`config.mk`:
```
export PLATFORM = sky130hd
export DESIGN_NAME = obj_line_top
export DESIGN_NICKNAME = d
export VERILOG_FILES = /design/src/design/ppu_obj_pkg.sv /design/src/design/ppu_line_pkg.sv /design/src/design/oam_scan.sv /design/src/design/sprite_slot.sv /design/src/design/sprite_store.sv /design/src/design/obj_fetch.sv /design/src/design/obj_mixer.sv /design/src/design/obj_line_top.sv
export SDC_FILE = /design/constraint.sdc
export NUM_CORES = 1
export LEC_CHECK = 0
export ABC_AREA = 1
export BUFFER_PORTS_ARGS = -buffer_cell sky130_fd_sc_hd__buf_2
export CAP_MARGIN = 10
export CORE_AREA = 2 2 171 173
export CTS_CLUSTER_DIAMETER = 50
export DETAILED_ROUTE_END_ITERATION = 16
export DIE_AREA = 0 0 173 175
export PLACE_DENSITY = 0.76
export SYNTH_ARGS = -nofsm -noshare
export SYNTH_HDL_FRONTEND = slang
export SYNTH_SLANG_ARGS = --single-unit
```
`constraint.sdc`:
```
create_clock -name clk -period 6.4 [get_ports clk]
set_input_delay 0.32 -clock clk [delete_from_list [all_inputs] [get_ports clk]]
set_output_delay 0.32 -clock clk [all_outputs]
set_load 0.1 [all_outputs]
```
`src/design/ppu_obj_pkg.sv`:
```
`default_nettype none

package ppu_obj_pkg;

    // Attribute nibble bit positions, upper half of the OAM attr byte
    localparam int ATTR_PRIO  = 3;
    localparam int ATTR_VFLIP = 2;
    localparam int ATTR_HFLIP = 1;
    localparam int ATTR_PAL   = 0;

    // What a slot keeps for one sprite on the current line
    typedef struct packed {
        logic [2:0] row;    // Row inside the 8-line tile
        logic [7:0] tile;   // Tile index, low bit fixed up for 8x16
        logic [3:0] attrs;  // Priority, vflip, hflip, palette
    } sprite_data_t;

    // Even OAM word is {y, x}, odd word is {tile, attrs}
    typedef struct packed {
        logic [7:0] y;
        logic [7:0] x;
        logic [7:0] tile;
        logic [7:0] attrs;
    } oam_entry_t;

    typedef struct packed {
        logic [1:0] color;  // Zero is transparent
        logic       pal;
        logic       prio;
    } obj_pixel_t;

endpackage

`default_nettype wire

```
`src/design/ppu_line_pkg.sv`:
```
`default_nettype none

package ppu_line_pkg;

    localparam int OAM_WORDS  = 80;   // 40 entries, two words each
    localparam int SLOT_COUNT = 10;   // Sprites per line
    localparam int LINE_WIDTH = 160;

    // OAM coordinates are stored with these offsets added
    localparam int OBJ_Y_OFFSET = 16;
    localparam int OBJ_X_OFFSET = 8;

endpackage

`default_nettype wire

```
`src/design/oam_scan.sv`:
```
`timescale 1ns/10ps
`default_nettype none

module oam_scan (
    input  logic                      clk,
    input  logic                      rst,
    input  logic                      line_start,
    input  logic [7:0]                ly,
    input  logic                      tall,
    input  logic [15:0]               oam_d,
    output logic [6:0]                oam_addr,
    output logic                      load,
    output logic [7:0]                load_x,
    output ppu_obj_pkg::sprite_data_t load_data,
    output logic                      load_skip,
    output logic                      scan_done
);
    import ppu_obj_pkg::*;
    import ppu_line_pkg::*;

    logic       busy;
    logic [7:0] line_q;
    logic       tall_q;
    logic [15:0] even_q;     // y and x of the entry being assembled
    oam_entry_t entry;
    logic [7:0] row;
    logic [3:0] row_f;
    logic       visible;

    assign entry = {even_q, oam_d};

    // Row relative to the sprite top, wraps to large values above it
    assign row = line_q - (entry.y - 8'(OBJ_Y_OFFSET));
    assign visible = tall_q ? (row[7:4] == 4'd0) : (row[7:3] == 5'd0);
    assign row_f = entry.attrs[4 + ATTR_VFLIP] ? ~row[3:0] : row[3:0];

    assign load = busy;
    assign load_skip = ~oam_addr[0] | ~visible;   // Only odd words carry a whole entry
    assign load_x = entry.x - 8'(OBJ_X_OFFSET);
    assign load_data.row = row_f[2:0];
    assign load_data.tile = tall_q ? {entry.tile[7:1], row_f[3]} : entry.tile;
    assign load_data.attrs = entry.attrs[7:4];
    assign scan_done = busy && (oam_addr == 7'(OAM_WORDS - 1));

    always_ff @(posedge clk) begin
        if (!rst) begin
            busy <= 1'b0;
            oam_addr <= '0;
        end else if (busy) begin
            if (scan_done) begin
                busy <= 1'b0;
                oam_addr <= '0;
            end else begin
                oam_addr <= oam_addr + 7'd1;
            end
        end else if (line_start) begin
            busy <= 1'b1;
        end
    end

    always_ff @(posedge clk) begin
        if (line_start && !busy) begin
            line_q <= ly;
            tall_q <= tall;
        end
        if (busy && !oam_addr[0]) even_q <= oam_d;
    end

    a_addr_range: assert property (@(posedge clk) disable iff (!rst)
        load |-> oam_addr <= 7'(OAM_WORDS - 1));

endmodule

`default_nettype wire

```
`src/design/sprite_slot.sv`:
```
`timescale 1ns/10ps
`default_nettype none

module sprite_slot (
    input  logic                      clk,
    input  logic                      rst,
    input  logic                      load,
    input  logic [7:0]                prev_x,
    input  ppu_obj_pkg::sprite_data_t prev_data,
    input  logic                      prev_bypass,
    output logic [7:0]                next_x,
    output ppu_obj_pkg::sprite_data_t next_data,
    output logic                      next_bypass
);
    import ppu_obj_pkg::*;

    logic         ready;     // Holds a sprite not yet handed out
    logic         load_q;
    logic [7:0]   x_q;
    sprite_data_t data_q;
    logic         fresh;
    logic         full;
    logic         take;
    logic         answer;

    // A new scan starts with every slot empty
    assign fresh = load & ~load_q;
    assign full = ready & ~fresh;

    assign take = load & ~full & ~prev_bypass;     // First free slot
    assign answer = ~load & full & ~prev_bypass & (x_q == prev_x);

    assign next_x = prev_x;
    assign next_data = (take | answer) ? data_q : prev_data;
    assign next_bypass = prev_bypass | take | answer;

    always_ff @(posedge clk) begin
        if (!rst) begin
            ready <= 1'b0;
            load_q <= 1'b0;
        end else begin
            load_q <= load;
            if (take) ready <= 1'b1;
            else if (answer || fresh) ready <= 1'b0;   // Gives later slots their turn
        end
    end

    always_ff @(posedge clk) begin
        if (take) begin
            x_q <= prev_x;
            data_q <= prev_data;
        end
    end

endmodule

`default_nettype wire

```
`src/design/sprite_store.sv`:
```
`timescale 1ns/10ps
`default_nettype none

module sprite_store (
    input  logic                      clk,
    input  logic                      rst,
    input  logic                      load,
    input  logic [7:0]                load_x,
    input  ppu_obj_pkg::sprite_data_t load_data,
    input  logic                      load_skip,
    input  logic                      query,
    input  logic [7:0]                query_x,
    output logic                      hit,
    output ppu_obj_pkg::sprite_data_t hit_data
);
    import ppu_obj_pkg::*;
    import ppu_line_pkg::*;

    logic [7:0]          chain_x [0:SLOT_COUNT];
    sprite_data_t        chain_data [0:SLOT_COUNT];
    logic [SLOT_COUNT:0] chain_bypass;

    // Head of the chain carries either an OAM entry or an x lookup
    assign chain_x[0] = load ? load_x : query_x;
    assign chain_data[0] = load ? load_data : '0;
    assign chain_bypass[0] = load ? load_skip : ~query;   // Idle chain is bypassed

    for (genvar i = 0; i < SLOT_COUNT; i++) begin : g_slot
        sprite_slot u_slot (
            .clk        (clk),
            .rst        (rst),
            .load       (load),
            .prev_x     (chain_x[i]),
            .prev_data  (chain_data[i]),
            .prev_bypass(chain_bypass[i]),
            .next_x     (chain_x[i + 1]),
            .next_data  (chain_data[i + 1]),
            .next_bypass(chain_bypass[i + 1])
        );
    end

    // Some slot answered the query
    assign hit = query & ~load & chain_bypass[SLOT_COUNT];
    assign hit_data = chain_data[SLOT_COUNT];

    a_no_overlap: assert property (@(posedge clk) disable iff (!rst)
        !(load && query));

endmodule

`default_nettype wire

```
`src/design/obj_fetch.sv`:
```
`timescale 1ns/10ps
`default_nettype none

module obj_fetch (
    input  logic                      clk,
    input  logic                      rst,
    input  logic                      scan_done,
    input  logic                      hit,
    input  ppu_obj_pkg::sprite_data_t hit_data,
    input  logic [7:0]                vram_d,
    output logic                      query,
    output logic [7:0]                query_x,
    output logic [12:0]               vram_addr,
    output logic                      merge,
    output logic [7:0]                plane_lo,
    output logic [7:0]                plane_hi,
    output logic [3:0]                merge_attrs,
    output logic                      pop,
    output logic                      line_done
);
    import ppu_obj_pkg::*;
    import ppu_line_pkg::*;

    typedef enum logic [2:0] {
        ST_IDLE,
        ST_QUERY,
        ST_READ_LO,
        ST_READ_HI,
        ST_MERGE
    } fetch_state_t;

    fetch_state_t state;
    logic [7:0]   x_q;        // Parked at LINE_WIDTH between lines
    sprite_data_t sprite_q;
    logic [7:0]   lo_q;
    logic [7:0]   hi_q;

    assign query = (state == ST_QUERY);
    assign query_x = x_q;
    assign pop = query & ~hit;
    assign merge = (state == ST_MERGE);

    // tile * 16 + row * 2 + plane
    assign vram_addr = {1'b0, sprite_q.tile, sprite_q.row, state == ST_READ_HI};

    assign plane_lo = lo_q;
    assign plane_hi = hi_q;
    assign merge_attrs = sprite_q.attrs;

    always_ff @(posedge clk) begin
        if (!rst) begin
            state <= ST_IDLE;
            x_q <= 8'(LINE_WIDTH);
            line_done <= 1'b0;
        end else begin
            // Lines up with pix_valid of the last pixel
            line_done <= pop && (x_q == 8'(LINE_WIDTH - 1));
            case (state)
                ST_IDLE: begin
                    if (scan_done) begin
                        state <= ST_QUERY;
                        x_q <= '0;
                    end
                end
                ST_QUERY: begin
                    if (hit) begin
                        state <= ST_READ_LO;
                    end else begin
                        x_q <= x_q + 8'd1;
                        if (x_q == 8'(LINE_WIDTH - 1)) state <= ST_IDLE;
                    end
                end
                ST_READ_LO: state <= ST_READ_HI;
                ST_READ_HI: state <= ST_MERGE;
                ST_MERGE:   state <= ST_QUERY;      // Same x again for the next sprite
                default:    state <= ST_IDLE;
            endcase
        end
    end

    always_ff @(posedge clk) begin
        if (state == ST_QUERY && hit) sprite_q <= hit_data;
        if (state == ST_READ_LO) lo_q <= vram_d;
        if (state == ST_READ_HI) hi_q <= vram_d;
    end

    a_pop_merge: assert property (@(posedge clk) disable iff (!rst)
        !(pop && merge));

endmodule

`default_nettype wire

```
`src/design/obj_mixer.sv`:
```
`timescale 1ns/10ps
`default_nettype none

module obj_mixer (
    input  logic                    clk,
    input  logic                    rst,
    input  logic                    merge,
    input  logic [7:0]              plane_lo,
    input  logic [7:0]              plane_hi,
    input  logic [3:0]              merge_attrs,
    input  logic                    pop,
    output ppu_obj_pkg::obj_pixel_t pix,
    output logic                    pix_valid
);
    import ppu_obj_pkg::*;
    import ppu_line_pkg::*;

    obj_pixel_t lane_q [0:7];    // Lane 0 is the pixel at the current x
    obj_pixel_t new_pix [0:7];
    logic [7:0] pop_cnt;
    logic       last_pop;

    // Plane bit 7 is the leftmost pixel unless flipped
    always_comb begin
        for (int i = 0; i < 8; i++) begin
            if (merge_attrs[ATTR_HFLIP]) begin
                new_pix[i].color = {plane_hi[i], plane_lo[i]};
            end else begin
                new_pix[i].color = {plane_hi[7 - i], plane_lo[7 - i]};
            end
            new_pix[i].pal = merge_attrs[ATTR_PAL];
            new_pix[i].prio = merge_attrs[ATTR_PRIO];
        end
    end

    assign last_pop = (pop_cnt == 8'(LINE_WIDTH - 1));

    always_ff @(posedge clk) begin
        if (!rst) begin
            for (int i = 0; i < 8; i++) lane_q[i] <= '0;
            pop_cnt <= '0;
            pix_valid <= 1'b0;
        end else begin
            pix_valid <= pop;
            if (merge) begin
                // Earlier sprites keep their opaque pixels
                for (int i = 0; i < 8; i++) begin
                    if (lane_q[i].color == 2'b00 && new_pix[i].color != 2'b00) begin
                        lane_q[i] <= new_pix[i];
                    end
                end
            end else if (pop) begin
                if (last_pop) begin
                    // Drop anything hanging past the right edge
                    for (int i = 0; i < 8; i++) lane_q[i] <= '0;
                    pop_cnt <= '0;
                end else begin
                    for (int i = 0; i < 7; i++) lane_q[i] <= lane_q[i + 1];
                    lane_q[7] <= '0;
                    pop_cnt <= pop_cnt + 8'd1;
                end
            end
        end
    end

    always_ff @(posedge clk) begin
        if (pop) pix <= lane_q[0];
    end

endmodule

`default_nettype wire

```
`src/design/obj_line_top.sv`:
```
`timescale 1ns/10ps
`default_nettype none

module obj_line_top (
    input  logic                    clk,
    input  logic                    rst,
    input  logic                    line_start,
    input  logic [7:0]              ly,
    input  logic                    tall,
    input  logic [15:0]             oam_d,
    input  logic [7:0]              vram_d,
    output logic [6:0]              oam_addr,
    output logic [12:0]             vram_addr,
    output ppu_obj_pkg::obj_pixel_t pix,
    output logic                    pix_valid,
    output logic                    line_done
);
    import ppu_obj_pkg::*;
    import ppu_line_pkg::*;

    logic         scan_start;
    logic         load;
    logic [7:0]   load_x;
    sprite_data_t load_data;
    logic         load_skip;
    logic         scan_done;
    logic         query;
    logic [7:0]   query_x;
    logic         hit;
    sprite_data_t hit_data;
    logic         merge;
    logic [7:0]   plane_lo;
    logic [7:0]   plane_hi;
    logic [3:0]   merge_attrs;
    logic         pop;

    // Fetcher parks x past the last pixel when it is idle
    assign scan_start = line_start & (query_x == 8'(LINE_WIDTH));

    oam_scan u_scan (
        .clk(clk), .rst(rst), .line_start(scan_start), .ly(ly), .tall(tall),
        .oam_d(oam_d), .oam_addr(oam_addr), .load(load), .load_x(load_x),
        .load_data(load_data), .load_skip(load_skip), .scan_done(scan_done)
    );

    sprite_store u_store (
        .clk(clk), .rst(rst), .load(load), .load_x(load_x), .load_data(load_data),
        .load_skip(load_skip), .query(query), .query_x(query_x),
        .hit(hit), .hit_data(hit_data)
    );

    obj_fetch u_fetch (
        .clk(clk), .rst(rst), .scan_done(scan_done), .hit(hit), .hit_data(hit_data),
        .vram_d(vram_d), .query(query), .query_x(query_x), .vram_addr(vram_addr),
        .merge(merge), .plane_lo(plane_lo), .plane_hi(plane_hi),
        .merge_attrs(merge_attrs), .pop(pop), .line_done(line_done)
    );

    obj_mixer u_mixer (
        .clk(clk), .rst(rst), .merge(merge), .plane_lo(plane_lo), .plane_hi(plane_hi),
        .merge_attrs(merge_attrs), .pop(pop), .pix(pix), .pix_valid(pix_valid)
    );

endmodule

`default_nettype wire

```
==> out/results.ini <==
[final_layout]
num_antenna_cells = 0
final_layout_size_suffix_gt1_share_pct = 10.78
nets = 1953
multi_input_area_um2 = 5747
final_cell_mix = nand2_1 (479), edfxtp_1 (303), inv_1 (227)
final_core_util_pct = 67.51
syn2layout_area_growth_pct = 13.30
regArea_um2 = 10060
layout_commonest_cell = nand2_1
fillers = 2156

[floorplan]
ioPinCount = 62
coreArea_um2 = 28390
dieArea_um2 = 30280
die_w_um = 173
start_util_pct = 59.58
rows = 62
die_h_um = 175

[detailed_routing]
wl_per_cell_um = 15.15
wl_met2_um = 17640
route.met3.wl_um = 1919
drt_iter0_markers = 1009
highest_layer = met4
ant_nets = 0
vias = 12341
firstDrtPassIters = 5
wl_um = 35060
vias_per_cell = 5.333
drc = 0
wl_met1_um = 14810

[cts]
cts_buffer_depth = 3
cts_inserted_buffers = 40
numClockSinks = 351
h-tree-depth = 2
tritoncts = done
clockRootBuffer = clkbuf_16
clk_pin_slew_ns = 0.06
insertion_delay_ns = 0.53
cts-resized-gates = 0

[synth]
ys_ff_latch = 351
synth_ff_type = edfxtp_1
synth.avg_cell_area_um2 = 9.378
synthCells = 1804
synth_edf_count = 303
synth_cell_types = 47
ys_seq_area_share_pct = 59.46
ys_warn_count = 0
mappedNetlistArea_um2 = 16920
async_reset_ff_share_pct = 0
synthesis.nets = 1859

[pwr]
powerDensity_nw_per_um2 = 299.4
ir_drop_v = 0.0001926
total_leakage_power_uw = 0.008309

[min_path]
hold_class = primary input to flop

[critical_path]
path_cells = buf_4, nand2_1, nand2_1, nand2_1, nand2_1, nor2_1, nand3_1, nor2_1, nand3_2, nand3_2, nor3_4, nand4_2, nor2_4, nand4_1, nand2_2, nand2_1, nand2_1, inv_1, o21ai_0
worst_path_max_delay_cell = nand2_1
worstSetupPathType = flop to flop
crit_fanout = 39
path_delay_family = simple AND/OR/NAND/NOR gates
cpMostUsedCell = nand2_1
max_stage_delay_ns = 0.60
crit_required_ns = 6.56
path_buf_inv = 2
start_kind = flop
arrival_ns = 5.06
end_kind = flop

[grt]
grt_antenna_before_repair = 0
grt_pass1_vias = 12131
gr-total-overflow = 0
grt_max_degree = 40
grt_pass1_wl_um = 57930
grt_util_all_layers_pct = 23.32

[sta]
finalHoldViolCount = 0
fin_skew_ns = 0.01778
tightest_slew_ns = 1.200
finalSetupViolations = 0
worst_slack_ns = 1.507
timing.hold.ws_ns = 0.005362
finalCritPeriodShare_pct = 76.46
maxSlewViolCount = 0
rsz0062_at_grt = no
fin_crit_ns = 4.893
max_slew_margin_pct = 19.94
fmax_ghz = 0.2044
fin_tns_setup_ns = 0

[place]
gp_congestion = 0.8640
dpl.hpwl_um = 24500
place_ws_ns = 1.534
portBuffers = 60

[run_status]
status = finished clean

[run]
drv_cap = 0

[layer usage]
metal / vias up / GRT usage (%)
met3: 69 / 3.438
li1: 6139 / -
met5: - / 0
met1: 5765 / 29.13
met2: 368 / 42.33
met4: 0 / 6.462
[metrics by stage]
stage          power, uW  std cells  instance area, um2
2_1_floorplan       3277       1804               16920
3_3_place_gp        3439       2213               17560
3_5_place_dp        3470       2213               17560
4_1_cts             5758       2314               19170
5_1_grt             5961       2314               19170
6_report            5739       2314               19170
[cells in the mapped netlist, types with 8 or more instances]
cell type | n | share of area [%]
o21ai_1 | 10 | 0.30
and2_1 | 54 | 2.0
a21oi_1 | 36 | 1.1
o21ai_0 | 47 | 1.4
xnor2_1 | 15 | 0.78
dfxtp_1 | 48 | 5.7
inv_2 | 12 | 0.27
edfxtp_1 | 303 | 54
nand2_2 | 9 | 0.33
xor2_1 | 28 | 1.4
nand3_1 | 191 | 5.7
nor2_1 | 135 | 3.0
nor4_1 | 12 | 0.44
or2_2 | 34 | 1.3
clkbuf_1 | 16 | 0.36
or2_0 | 8 | 0.30
inv_1 | 227 | 5.0
ha_1 | 18 | 1.3
nand2_1 | 479 | 11
nand4_1 | 20 | 0.74
buf_2 | 15 | 0.44
nor3_1 | 25 | 0.74
[repair_timing]
item / in CTS / in global routing
hold endpoints to repair: 35 / 0
setup buffers: 0 / 0
hold buffers: 27 / 0
[registers in the layout, summed over array words and instances, names as in the netlist, 10 cells and up]
name                          count
u_mixer.lane_q                   32
u_fetch.vram_addr                11
u_store.g_slot.u_slot.x_q        80
u_store.g_slot.u_slot.ready      10
u_scan.even_q                    16
u_store.g_slot.u_slot.data_q    140
[worst paths after layout]
path              slack (ns)                    to  depth (start not counted)                  from
setup / recovery        1.51  u_mixer.lane_q[1][8]                         19           u_scan.load
setup reg to reg        1.51  u_mixer.lane_q[1][8]                         19           u_scan.load
hold / removal         0.005      u_scan.even_q[5]                          1              oam_d[5]
hold reg to reg         0.42        u_mixer.pix[0]                          0  u_mixer.lane_q[0][0]
[cell type report]
class / count / area share (%)
clock buffer: 56 / 6.019
clock inverter: 18 / 0.9596
inverter: 239 / 4.680
multi-input combinational: 1169 / 29.98
sequential: 351 / 52.48
tap: 384 / 2.507
timing repair buffer: 97 / 3.368
[where the power goes]
part	leakage (uW)	switching, uW	total (uW)	internal (uW)
clock	0.000659	900	2290	1390
combinational	0.00447	563	806	243
sequential	0.00318	32.0	2640	2610
total	0.00831	1490	5740	4240
[kinds of logic (layout without fill, tap and decap cells)]
group	after synthesis	count (layout)	synth area share, %
xor gates and xnor gates	43	43	2.226
and+or+nand+nor	998	998	26.78
DFF	351	351	59.46
other	1	1	0.02217
adders and majority gates	19	19	1.450
buffers and inverters	284	410	6.656
AOI/OAI and AO/OA	108	108	3.402
Note: power is estimated with default switching activity, not from simulation.
